$ cat src/rtl/tdc_link_pkg.sv
package tdc_link_pkg;

    // channel and record geometry
    localparam int NUM_CH           = 5;
    localparam int PAYLOAD_W        = 32;
    localparam int TAG_W            = 16;
    localparam int RECORD_W         = PAYLOAD_W + TAG_W;
    localparam int BYTES_PER_RECORD = RECORD_W / 8;
    localparam int BYTE_IDX_W       = $clog2(BYTES_PER_RECORD);

    // marker codes, sent twice above the tag
    localparam int CODE_W = 16;
    localparam logic [CODE_W-1:0] LINE_CODE  = 16'h000D;
    localparam logic [CODE_W-1:0] FRAME_CODE = 16'h000E;

    // uart bit timing, clocks per bit must be 2 or more
    localparam int CLK_PER_BIT = 8;
    localparam int CLK_CNT_W   = $clog2(CLK_PER_BIT);

    // record queue
    localparam int          FIFO_AW    = 4;
    localparam int unsigned FIFO_DEPTH = 2 ** FIFO_AW;

    // one 48-bit word, read as a timestamp sample or as a line/frame marker
    typedef union packed {
        struct packed {
            logic [PAYLOAD_W-1:0] payload;
            logic [TAG_W-1:0]     tag;
        } sample;
        struct packed {
            logic [CODE_W-1:0] code_hi;
            logic [CODE_W-1:0] code_lo;
            logic [TAG_W-1:0]  tag;
        } marker;
    } tdc_record_u;

endpackage
$ cat src/rtl/fifo_manager.sv
`timescale 1ns/10ps

module fifo_manager
    import tdc_link_pkg::*;
(
    input  logic                              clk,
    input  logic                              rst,

    // per-channel requests, bit 0 is channel 1
    input  logic [NUM_CH-1:0]                 sample_req,
    input  logic [NUM_CH-1:0][PAYLOAD_W-1:0]  sample_data,
    input  logic [NUM_CH-1:0]                 line_req,
    input  logic [NUM_CH-1:0]                 frame_req,

    // grant acknowledges, high only in the grant cycle
    output logic [NUM_CH-1:0]                 sample_done,
    output logic [NUM_CH-1:0]                 line_done,
    output logic [NUM_CH-1:0]                 frame_done,

    output logic                              tx,
    output logic                              tx_busy
);

    logic        grant;
    tdc_record_u rec_next;

    // write side of the record queue
    logic        wr_en;
    tdc_record_u wr_data;
    logic        full;

    // read side of the record queue
    logic        rd_en;
    tdc_record_u rd_data;
    logic        empty;

    // high in the cycle between the read and busy rising
    logic        launch_pending;

    // fixed priority scan, lowest channel first
    // within a channel: sample, then line, then frame
    always_comb begin
        grant       = 1'b0;
        rec_next    = '0;
        sample_done = '0;
        line_done   = '0;
        frame_done  = '0;
        for (int ch = 0; ch < NUM_CH; ch++) begin
            if (!grant && !full) begin
                if (sample_req[ch]) begin
                    grant                  = 1'b1;
                    sample_done[ch]        = 1'b1;
                    rec_next.sample.payload = sample_data[ch];
                    rec_next.sample.tag     = TAG_W'(ch + 1);
                end else if (line_req[ch]) begin
                    grant                   = 1'b1;
                    line_done[ch]           = 1'b1;
                    rec_next.marker.code_hi = LINE_CODE;
                    rec_next.marker.code_lo = LINE_CODE;
                    rec_next.marker.tag     = TAG_W'(ch + 1);
                end else if (frame_req[ch]) begin
                    grant                   = 1'b1;
                    frame_done[ch]          = 1'b1;
                    rec_next.marker.code_hi = FRAME_CODE;
                    rec_next.marker.code_lo = FRAME_CODE;
                    rec_next.marker.tag     = TAG_W'(ch + 1);
                end
            end
        end
    end

    // granted record goes into the queue one edge later
    always_ff @(posedge clk) begin
        if (rst) begin
            wr_en <= 1'b0;
        end else begin
            wr_en <= grant;
        end
    end

    always_ff @(posedge clk) begin
        if (grant) begin
            wr_data <= rec_next;
        end
    end

    // pop a record when the line is free and nothing is on its way
    assign rd_en = !empty && !tx_busy && !launch_pending;

    // rd_data is valid one cycle after rd_en, which is when start fires
    always_ff @(posedge clk) begin
        if (rst) begin
            launch_pending <= 1'b0;
        end else begin
            launch_pending <= rd_en;
        end
    end

    record_fifo i_record_fifo (
        .clk     (clk),
        .rst     (rst),
        .wr_en   (wr_en),
        .wr_data (wr_data),
        .rd_en   (rd_en),
        .rd_data (rd_data),
        .empty   (empty),
        .full    (full)
    );

    record_serializer i_record_serializer (
        .clk   (clk),
        .rst   (rst),
        .start (launch_pending),
        .rec   (rd_data),
        .tx    (tx),
        .busy  (tx_busy)
    );

endmodule

$ cat src/rtl/record_serializer.sv
`timescale 1ns/10ps

module record_serializer
    import tdc_link_pkg::*;
(
    input  logic        clk,
    input  logic        rst,
    input  logic        start,
    input  tdc_record_u rec,
    output logic        tx,
    output logic        busy
);

    // record held here, top byte is always the next to go
    logic [RECORD_W-1:0]   rec_sr;
    logic [BYTE_IDX_W-1:0] byte_idx;

    logic                  byte_start;
    logic [7:0]            byte_data;
    logic                  byte_busy;
    logic                  byte_busy_q;
    logic                  byte_done;

    assign byte_data = rec_sr[RECORD_W-1 -: 8];

    // falling edge of the byte transmitter busy
    assign byte_done = byte_busy_q && !byte_busy;

    always_ff @(posedge clk) begin
        if (rst) begin
            busy        <= 1'b0;
            byte_start  <= 1'b0;
            byte_idx    <= '0;
            byte_busy_q <= 1'b0;
        end else begin
            byte_start  <= 1'b0;
            byte_busy_q <= byte_busy;
            if (!busy) begin
                if (start) begin
                    busy       <= 1'b1;
                    byte_start <= 1'b1;
                    byte_idx   <= '0;
                end
            end else if (byte_done) begin
                if (byte_idx == BYTE_IDX_W'(BYTES_PER_RECORD - 1)) begin
                    busy <= 1'b0;
                end else begin
                    byte_idx   <= byte_idx + 1'b1;
                    byte_start <= 1'b1;
                end
            end
        end
    end

    // msb first, shift up one byte after each completed byte
    always_ff @(posedge clk) begin
        if (!busy && start) begin
            rec_sr <= rec;
        end else if (busy && byte_done) begin
            rec_sr <= rec_sr << 8;
        end
    end

    uart_byte_tx i_uart_byte_tx (
        .clk        (clk),
        .rst        (rst),
        .byte_start (byte_start),
        .byte_data  (byte_data),
        .tx         (tx),
        .byte_busy  (byte_busy)
    );

endmodule

$ cat src/rtl/record_fifo.sv
`timescale 1ns/10ps

module record_fifo
    import tdc_link_pkg::*;
(
    input  logic        clk,
    input  logic        rst,
    input  logic        wr_en,
    input  tdc_record_u wr_data,
    input  logic        rd_en,
    output tdc_record_u rd_data,
    output logic        empty,
    output logic        full
);

    tdc_record_u        mem [FIFO_DEPTH];
    logic [FIFO_AW-1:0] wr_ptr;
    logic [FIFO_AW-1:0] rd_ptr;
    logic [FIFO_AW:0]   count;
    logic               do_wr;
    logic               do_rd;

    assign empty = (count == '0);
    // one entry early, the arbiter has a registered write in flight
    assign full  = (count >= (FIFO_AW + 1)'(FIFO_DEPTH - 1));

    assign do_wr = wr_en && (count != (FIFO_AW + 1)'(FIFO_DEPTH));
    assign do_rd = rd_en && !empty;

    // pointers wrap on their own, depth is a power of two
    always_ff @(posedge clk) begin
        if (rst) begin
            wr_ptr <= '0;
            rd_ptr <= '0;
            count  <= '0;
        end else begin
            if (do_wr) begin
                wr_ptr <= wr_ptr + 1'b1;
            end
            if (do_rd) begin
                rd_ptr <= rd_ptr + 1'b1;
            end
            case ({do_wr, do_rd})
                2'b10:   count <= count + 1'b1;
                2'b01:   count <= count - 1'b1;
                default: count <= count;
            endcase
        end
    end

    always_ff @(posedge clk) begin
        if (do_wr) begin
            mem[wr_ptr] <= wr_data;
        end
    end

    // registered read port
    always_ff @(posedge clk) begin
        if (do_rd) begin
            rd_data <= mem[rd_ptr];
        end
    end

endmodule

$ cat src/rtl/uart_byte_tx.sv
`timescale 1ns/10ps

module uart_byte_tx
    import tdc_link_pkg::*;
(
    input  logic       clk,
    input  logic       rst,
    input  logic       byte_start,
    input  logic [7:0] byte_data,
    output logic       tx,
    output logic       byte_busy
);

    // data bits followed by the stop bit, shifted out lsb first
    logic [8:0]           shift_reg;
    logic [CLK_CNT_W-1:0] clk_cnt;
    logic [3:0]           bit_idx;
    logic                 bit_end;

    assign bit_end = (clk_cnt == CLK_CNT_W'(CLK_PER_BIT - 1));

    // bit_idx 0 is the start bit, 9 is the stop bit
    always_ff @(posedge clk) begin
        if (rst) begin
            tx        <= 1'b1;
            byte_busy <= 1'b0;
            clk_cnt   <= '0;
            bit_idx   <= '0;
        end else if (!byte_busy) begin
            tx <= 1'b1;
            if (byte_start) begin
                tx        <= 1'b0;
                byte_busy <= 1'b1;
                clk_cnt   <= '0;
                bit_idx   <= '0;
            end
        end else if (bit_end) begin
            clk_cnt <= '0;
            if (bit_idx == 4'd9) begin
                byte_busy <= 1'b0;
            end else begin
                tx      <= shift_reg[0];
                bit_idx <= bit_idx + 1'b1;
            end
        end else begin
            clk_cnt <= clk_cnt + 1'b1;
        end
    end

    always_ff @(posedge clk) begin
        if (!byte_busy && byte_start) begin
            shift_reg <= {1'b1, byte_data};
        end else if (byte_busy && bit_end) begin
            // fill with ones so the stop bit follows bit 7
            shift_reg <= {1'b1, shift_reg[8:1]};
        end
    end

endmodule

$ cat config.mk
export PLATFORM = sky130hd
export DESIGN_NAME = fifo_manager
export DESIGN_NICKNAME = d
export VERILOG_FILES = /design/src/rtl/tdc_link_pkg.sv /design/src/rtl/fifo_manager.sv /design/src/rtl/record_serializer.sv /design/src/rtl/record_fifo.sv /design/src/rtl/uart_byte_tx.sv
export SDC_FILE = /design/constraint.sdc
export NUM_CORES = 1
export LEC_CHECK = 0
export BUFFER_PORTS_ARGS = -buffer_cell sky130_fd_sc_hd__buf_4
export CAP_MARGIN = 10
export CORE_AREA = 2 2 245 247
export CTS_BUF_LIST = sky130_fd_sc_hd__clkbuf_4 sky130_fd_sc_hd__clkbuf_8
export DETAILED_ROUTE_END_ITERATION = 8
export DIE_AREA = 0 0 247 249
export GPL_ROUTABILITY_DRIVEN = 0
export GPL_TIMING_DRIVEN = 0
export PLACE_DENSITY = 0.62
export SLEW_MARGIN = 20
export SYNTH_ARGS = -nofsm -noshare
export SYNTH_HDL_FRONTEND = slang
export SYNTH_SLANG_ARGS = --single-unit
$ cat constraint.sdc
create_clock -name clk -period 5.9 [get_ports clk]
set_clock_uncertainty 0.15 [all_clocks]
set_input_delay 0.59 -clock clk [delete_from_list [all_inputs] [get_ports clk]]
set_output_delay 0.59 -clock clk [all_outputs]
set_load 0.1 [all_outputs]
* Yosys cells after proc, flatten, opt, wreduce, memory -nomap -nowiden *
Memories as Yosys holds them, arrays and structs flattened. A register that Yosys moved wholly into a read port is not among the register bits.
Index checks and enable logic that the tools add are counted.

cells by class
  equality and inequality tests = 10
  $add $sub $neg = 7
  $lt $le $gt $ge = 1
  reductions and logical operators = 31
  mux-type cells = 116

operators by type and width
  operator                                               number
  2-to-1 mux 48 bit                                      20
  2-to-1 mux 1 bit                                       80
  2-to-1 mux 36 bit                                      2
  2-to-1 mux 3 bit                                       7
  2-to-1 mux 4 bit                                       4
  2-to-1 mux 8 bit                                       2
  logical AND 1 bit                                      13
  adder 4 x 1 -> 4 bit, second input constant            3
  case mux 5 bit (2 select lines)                        1
  nonzero test 2 bit                                     5
  logical NOT 1 bit                                      9
  adder 3 x 1 -> 3 bit, second input constant            2
  equality test 3 bit, second input constant             2
  inequality test 2 bit, second input constant           3
  AND reduction 3 bit                                    2
  adder 5 x 1 -> 5 bit, second input constant            1
  >= comparator 5 x 4 -> 1 bit, second input constant    1
  logical NOT 5 bit                                      1
  inequality test 5 bit, second input constant           1
  subtractor 5 x 1 -> 5 bit, second input constant       1
  equality test 4 bit, second input constant             1
  equality test 2 x 1 -> 1 bit, second input constant    1
  equality test 2 bit, second input constant             1
  inequality test 2 x 1 -> 1 bit, second input constant  1
  AND reduction 2 bit                                    1

word-level totals
  memories kept = 1
  memory bits (writable) = 768
  output and inout port bits = 17
  bits of input ports = 177
  register bits after elaboration = 134

memories
  memory             words  bits a word  rd ports  clocked after memory_dff  write ports  line               source
  i_record_fifo.mem  16     48           1         1                         1            record_fifo.sv:16  tdc_record_u mem [FIFO_DEPTH];

* Depth between registers and ports, before layout *
  depth after elaboration = 20
  gate-level depth with buffers = 11

* Modules after synthesis *
From an unflattened synthesis, not the netlist that was laid out.

second synthesis, totals
  cell total of the unflattened synthesis = 1,964
  area, all modules = 37,004.2 µm²

by module, submodules not included
  module             cells each  area an instance (µm²)  sequential area each (µm²)  times used
  record_fifo        1,325       30,955.9                24,763.8                    1
  fifo_manager       337         2,932.8                 1,091.0                     1
  record_serializer  217         2,312.2                 1,561.5                     1
  uart_byte_tx       85          803.3                   420.4                       1

* Worst setup path before layout *
OpenSTA, ideal clock, no wires.

  path kind = register to register
  start point = register i_record_serializer.busy
  end point = register i_record_fifo.count[4]
  cell stages (with the launch flop) = 11
  arrival = 4.752 ns
  required time = 5.629 ns
  clock period less this slack = 5.022 ns
  setup time = 0.121 ns
  slack = 0.878 ns
  cell sequence = dfxtp_1 -> nor2_1 -> a21boi_1 -> ha_1 -> inv_1 -> fa_1 -> nor2b_1 -> o21ai_0 -> nand3_1 -> or3b_1 -> mux2_2

between the ends
  longest elaborated chain between the ends = 6
  elaborated cells between the ends (all ways) = 8
  those cells by class = eq/ne: 2; mux: 1; reduce/logical: 5

ends and longest elaborated chain
  item                                                                   line                     source
  start: declaration                                                     record_serializer.sv:11  output logic busy
  start signal: assignment                                               record_serializer.sv:31  busy <= 1'b0;
  start signal: assignment                                               record_serializer.sv:40  busy <= 1'b1;
  start signal: assignment                                               record_serializer.sv:46  busy <= 1'b0;
  logical NOT 1 bit *                                                    n/a
  logical AND 1 bit * (2 in a row)                                       fifo_manager.sv:88       assign rd_en = !empty && !tx_busy && !launch_pending;
  logical AND 1 bit *                                                    record_fifo.sv:28        assign do_rd = rd_en && !empty;
  named net i_record_fifo.do_rd                                          record_fifo.sv:21        logic do_rd;
  equality test 2 x 1 -> 1 bit or equality test 2 bit (tied branches)    record_fifo.sv:43        case ({do_wr, do_rd})
  case mux 5 bit (2 select lines) or nonzero test 2 bit (tied branches)  n/a
  end signal: assignment                                                 record_fifo.sv:44        2'b10: count <= count + 1'b1;
  end signal: assignment                                                 record_fifo.sv:45        2'b01: count <= count - 1'b1;
  end signal: assignment                                                 record_fifo.sv:46        default: count <= count;
  end: declaration                                                       record_fifo.sv:19        logic [FIFO_AW:0] count;

The timed path passes the listed nets; every way through them passes the cells marked *.
A chain may end at the register's enable or synchronous reset.

* Final worst setup path *
  start point = register i_record_fifo.count[3]
  end point = output line_done[3]

between the ends
  longest elaborated chain between the ends = 13
  elaborated cells between the ends (all ways) = 18
  those cells by class = order compare: 1; mux: 10; reduce/logical: 7

ends and longest elaborated chain
  item                            line                source
  >= comparator 5 x 4 -> 1 bit *  record_fifo.sv:25   assign full = (count >= (FIFO_AW + 1)'(FIFO_DEPTH - 1));
  2-to-1 mux 1 bit                fifo_manager.sv:49  if (!grant && !full) begin
  2-to-1 mux 1 bit                fifo_manager.sv:61  end else if (frame_req[ch]) begin
  2-to-1 mux 1 bit                fifo_manager.sv:55  end else if (line_req[ch]) begin
  2-to-1 mux 1 bit                fifo_manager.sv:50  if (sample_req[ch]) begin
  2-to-1 mux 1 bit                fifo_manager.sv:49
  2-to-1 mux 1 bit                fifo_manager.sv:61
  2-to-1 mux 1 bit                fifo_manager.sv:55
  2-to-1 mux 1 bit                fifo_manager.sv:50
  2-to-1 mux 1 bit                fifo_manager.sv:49
  logical NOT 1 bit               fifo_manager.sv:49
  logical AND 1 bit *             fifo_manager.sv:49
  2-to-1 mux 1 bit *              fifo_manager.sv:49
  end: declaration                fifo_manager.sv:17  output logic [NUM_CH-1:0] line_done,

Every way passes the cells marked *; elsewhere a longest branch is shown, timed or not.

==> qor.yml <==
timing:
  layout_setup_ws_ns: 2.216
  rsz0062_at_grt: "false"
  slew-limit-headroom_pct: 27.66
  fin_crit_ns: 3.684
  hold_violations: 0
  fmax_mhz: 271.5
  worst_hold_slack_ns: 0.04001
  fin_crit_sh_pct: 62.43
  worst_slew_pin_slew_ns: 1.085
  slew_viol_final: 0
  finalSetupViolations: 0
cells_and_area:
  multi_input_area_mm2: 0.006720
  syn2layout_area_growth_pct: 20.81
  regMostFlops: "i_record_fifo.mem"
  fin_nets: 1972
  largest_reg_flops: 560
  utilization_pct: 57.51
  top_regs: "i_record_fifo.mem: 560 flops, i_record_serializer.rec_sr: 38 flops"
  fillCellCount: 4347
  drive_gt1_share_pct: 34.95
  seq_area_mm2: 0.02090
placed_design:
  place_ws_ns: 2.427
  hpwl_um: 48770
  io_buffers: 192
clocking:
  cts_num_sinks: 706
  postCtsResizedCells: 0
  cts-root-buf: "clkbuf_8"
  clockBufferDepth: 3
  insertion_delay_ns: 0.71
  cts_setup_buffers: 0
  cts_inserted_buffers: 110
  hold_buffers: 23
  htreeDepth: 3
  clk_pin_slew_ns: 0.06
  cts_tree: "yes"
yosys:
  yosys.area_share.simple_pct: 4.707
  synthMuxAreaShare_pct: 14.54
  syn_avg_cell_area_um2: 19.90
  ys_seq_elements: 706
  synthAdderAreaFrac_pct: 0.7434
  synth_xor_area_share_pct: 0.2508
  synthTopCellsByCount: "676 x edfxtp_1, 175 x mux4_2, 104 x nand2_1"
  synthTopCellsByArea: "edfxtp_1 73%, mux4_2 14%, dfxtp_1 2.1%"
  yosysTopAreaCellShare_pct: 72.66
  synthFlopType: "edfxtp_1"
  synth_top_family_by_area: "multiplexers"
  synth.distinct_cells: 58
  async_flop_share_pct: 0
  ys_warn_count: 0
  syn_nets: 1597
  netlist_instances: 1404
  synth.largest_area_cell: "edfxtp_1"
  synth_compound_area_share_pct: 3.345
  yosysMostFrequentCell: "edfxtp_1"
  ys_seq_area_share_pct: 74.81
  synth_edf_count: 676
  syn_area_mm2: 0.02794
power_and_ir_drop:
  p_int_w: 0.01035
  leakage_nw: 11.36
  peakVddDrop_uv: 194.1
  finalPower_w: 0.01461
  p_clk_share_pct: 27.2
  pwr-share-seq_pct: 51.4
  combPwrFrac_pct: 21.4
  power_switching_w: 0.004258
  p_sw_share_pct: 29.15
  p_per_area_mw_per_mm2: 432.8
floorplanning:
  io_pins: 194
  die_height_um: 249
  rows: 89
  dieWidth_um: 247
  start_util_pct: 47.61
  dieArea_mm2: 0.06150
  coreArea_mm2: 0.05869
run:
  cap_violations: 0
worst_setup_path:
  path_class: "reg -> out"
  r2r_start: "i_record_fifo.count[0]"
  end_kind: "output port"
  crit_fanout: 7
  r2r-end: "i_record_fifo.count[4]"
  cp_slowest_cell: "nor3b_1"
  cpPeakStageDelay_ns: 0.64
  crit_buf_inv: 1
  worstPathCellList: "a41oi_2 -> nand4_1 -> nor3b_1 -> buf_4"
  crit_required_ns: 5.16
  ff2ff_path_depth: 11
  cp_top_family: "simple AND/OR/NAND/NOR gates"
  cp-start-kind: "flip-flop"
  cp_data_arrival_time_ns: 2.94
  regToRegSetupSlack_ns: 2.42
global_route:
  grt_max_degree: 26
  antenna_found_initial: 1
  overflow: 0
  grt_pass1_vias: 15810
  grtUsageTotal_pct: 23.39
  grt_pass1_wl_um: 103000
routing:
  first_pass_iters: 6
  post_drt_wl_per_cell_um: 26.51
  routed_wl_um: 70210
  dr.first_iter.drc_count: 1540
  vias_per_cell: 5.778
  antenna_left: 0
  drc_errors: 0
  vias: 15300
run_status:
  status: "finished clean"
worst_hold_path:
  hp-start: "sample_data[151]"
  hold_class: "in -> reg"
  min_path_cells: 2
  hold-path-endpoint: "wr_data[39]"
[placed cells by master, fill, tap and decap left out, types with 9 or more instances in the layout]
| cell | Yosys | layout |
|---|---|---|
| a21oi_1 | 26 | 26 |
| a221o_1 | 24 | 24 |
| a222oi_1 | 24 | 24 |
| and2_1 | 15 | 15 |
| buf_16 | 0 | 20 |
| buf_2 | 15 | 17 |
| buf_4 | 3 | 211 |
| buf_6 | 11 | 15 |
| clkbuf_1 | 44 | 44 |
| clkbuf_4 | 0 | 36 |
| clkbuf_8 | 0 | 114 |
| clkinv_1 | 0 | 33 |
| clkinv_2 | 0 | 14 |
| dfxtp_1 | 30 | 30 |
| dlygate4sd3_1 | 0 | 23 |
| edfxtp_1 | 676 | 676 |
| ha_1 | 15 | 15 |
| inv_1 | 11 | 11 |
| mux4_2 | 175 | 175 |
| nand2_1 | 104 | 102 |
| nand2b_1 | 17 | 17 |
| nor2_1 | 83 | 71 |
| nor2_4 | 0 | 12 |
| nor2b_1 | 13 | 13 |
| nor3_1 | 14 | 10 |
| nor3b_1 | 9 | 9 |
[power by group through the flow]
| stage | Sequential [W] | Clock, W | Combinational [W] |
|---|---|---|---|
| floorplan | 0.00732 | 0 | 0.00196 |
| finish | 0.00750 | 0.00397 | 0.00313 |
| global placement | 0.00760 | 0 | 0.00290 |
| CTS | 0.00750 | 0.00405 | 0.00319 |
| global route | 0.00760 | 0.00428 | 0.00336 |
| detailed placement | 0.00760 | 0 | 0.00315 |
[layer usage]
| layer | GRT usage, % | vias up | part of all wire (%) |
|---|---|---|---|
| met2 | 40.28 | 706 | 52 |
| met3 | 3.480 | 117 | 6.9 |
| met4 | 8.709 | 0 | 3.0 |
| met1 | 30.09 | 7894 | 38 |
| li1 | - | 6583 | - |
| met5 | 0 | - | 0 |
[logic make-up (layout without fill, tap and decap cells)]
logic type,count (synthesis),in the layout
compound gates,116,116
xor+xnor,8,8
fa+ha+maj,16,16
buf+inv,90,560
flops,706,706
mux,186,186
other cells,0,1
simple gates,282,282
[metrics by stage]
stage	instances	TNS, ns	cell area [um2]
floorplan	1404	0	27940
global placement	2369	-254.78	30350
detailed placement	2417	0	31360
CTS	2647	0	33750
global route	2648	0	33750
finish	2648	0	33750
[worst max path at each step]
stage | endpoint | slack, ns | startpoint | cells after the start
floorplan | i_record_fifo.count[4] | 0.88 | i_record_serializer.busy | 10
global placement | i_record_fifo.mem[3][29] | -1.89 | i_record_fifo.count[0] | 4
detailed placement | i_record_fifo.count[4] | 2.43 | i_record_fifo.count[0] | 11
CTS | sample_done[4] | 2.23 | i_record_fifo.count[3] | 7
global route | i_record_fifo.count[4] | 2.07 | i_record_fifo.count[0] | 11
finish | line_done[3] | 2.22 | i_record_fifo.count[3] | 4
[cell type report]
class / instances / share of cell area [%]
diodes: 1 / 0.007414
plain buffers: 79 / 1.220
clock buffers: 150 / 5.449
clock inverters: 57 / 0.9564
inverters: 11 / 0.1223
multi-input cells: 608 / 19.91
flip-flops and latches: 706 / 61.92
well taps: 773 / 2.866
repair buffers: 263 / 7.547
[worst reg2reg max path, stage by stage (launching register included)]
cell      delay [ns]
dfxtp_1         0.36
nor4_1          0.64
a21boi_1        0.38
inv_1           0.12
ha_1            0.24
inv_1           0.10
fa_1            0.38
nor2b_1         0.16
o21ai_0         0.12
nand3_1         0.09
or3b_1          0.36
mux2_2          0.27
No activity file was read; power rests on OpenSTA's default activity.
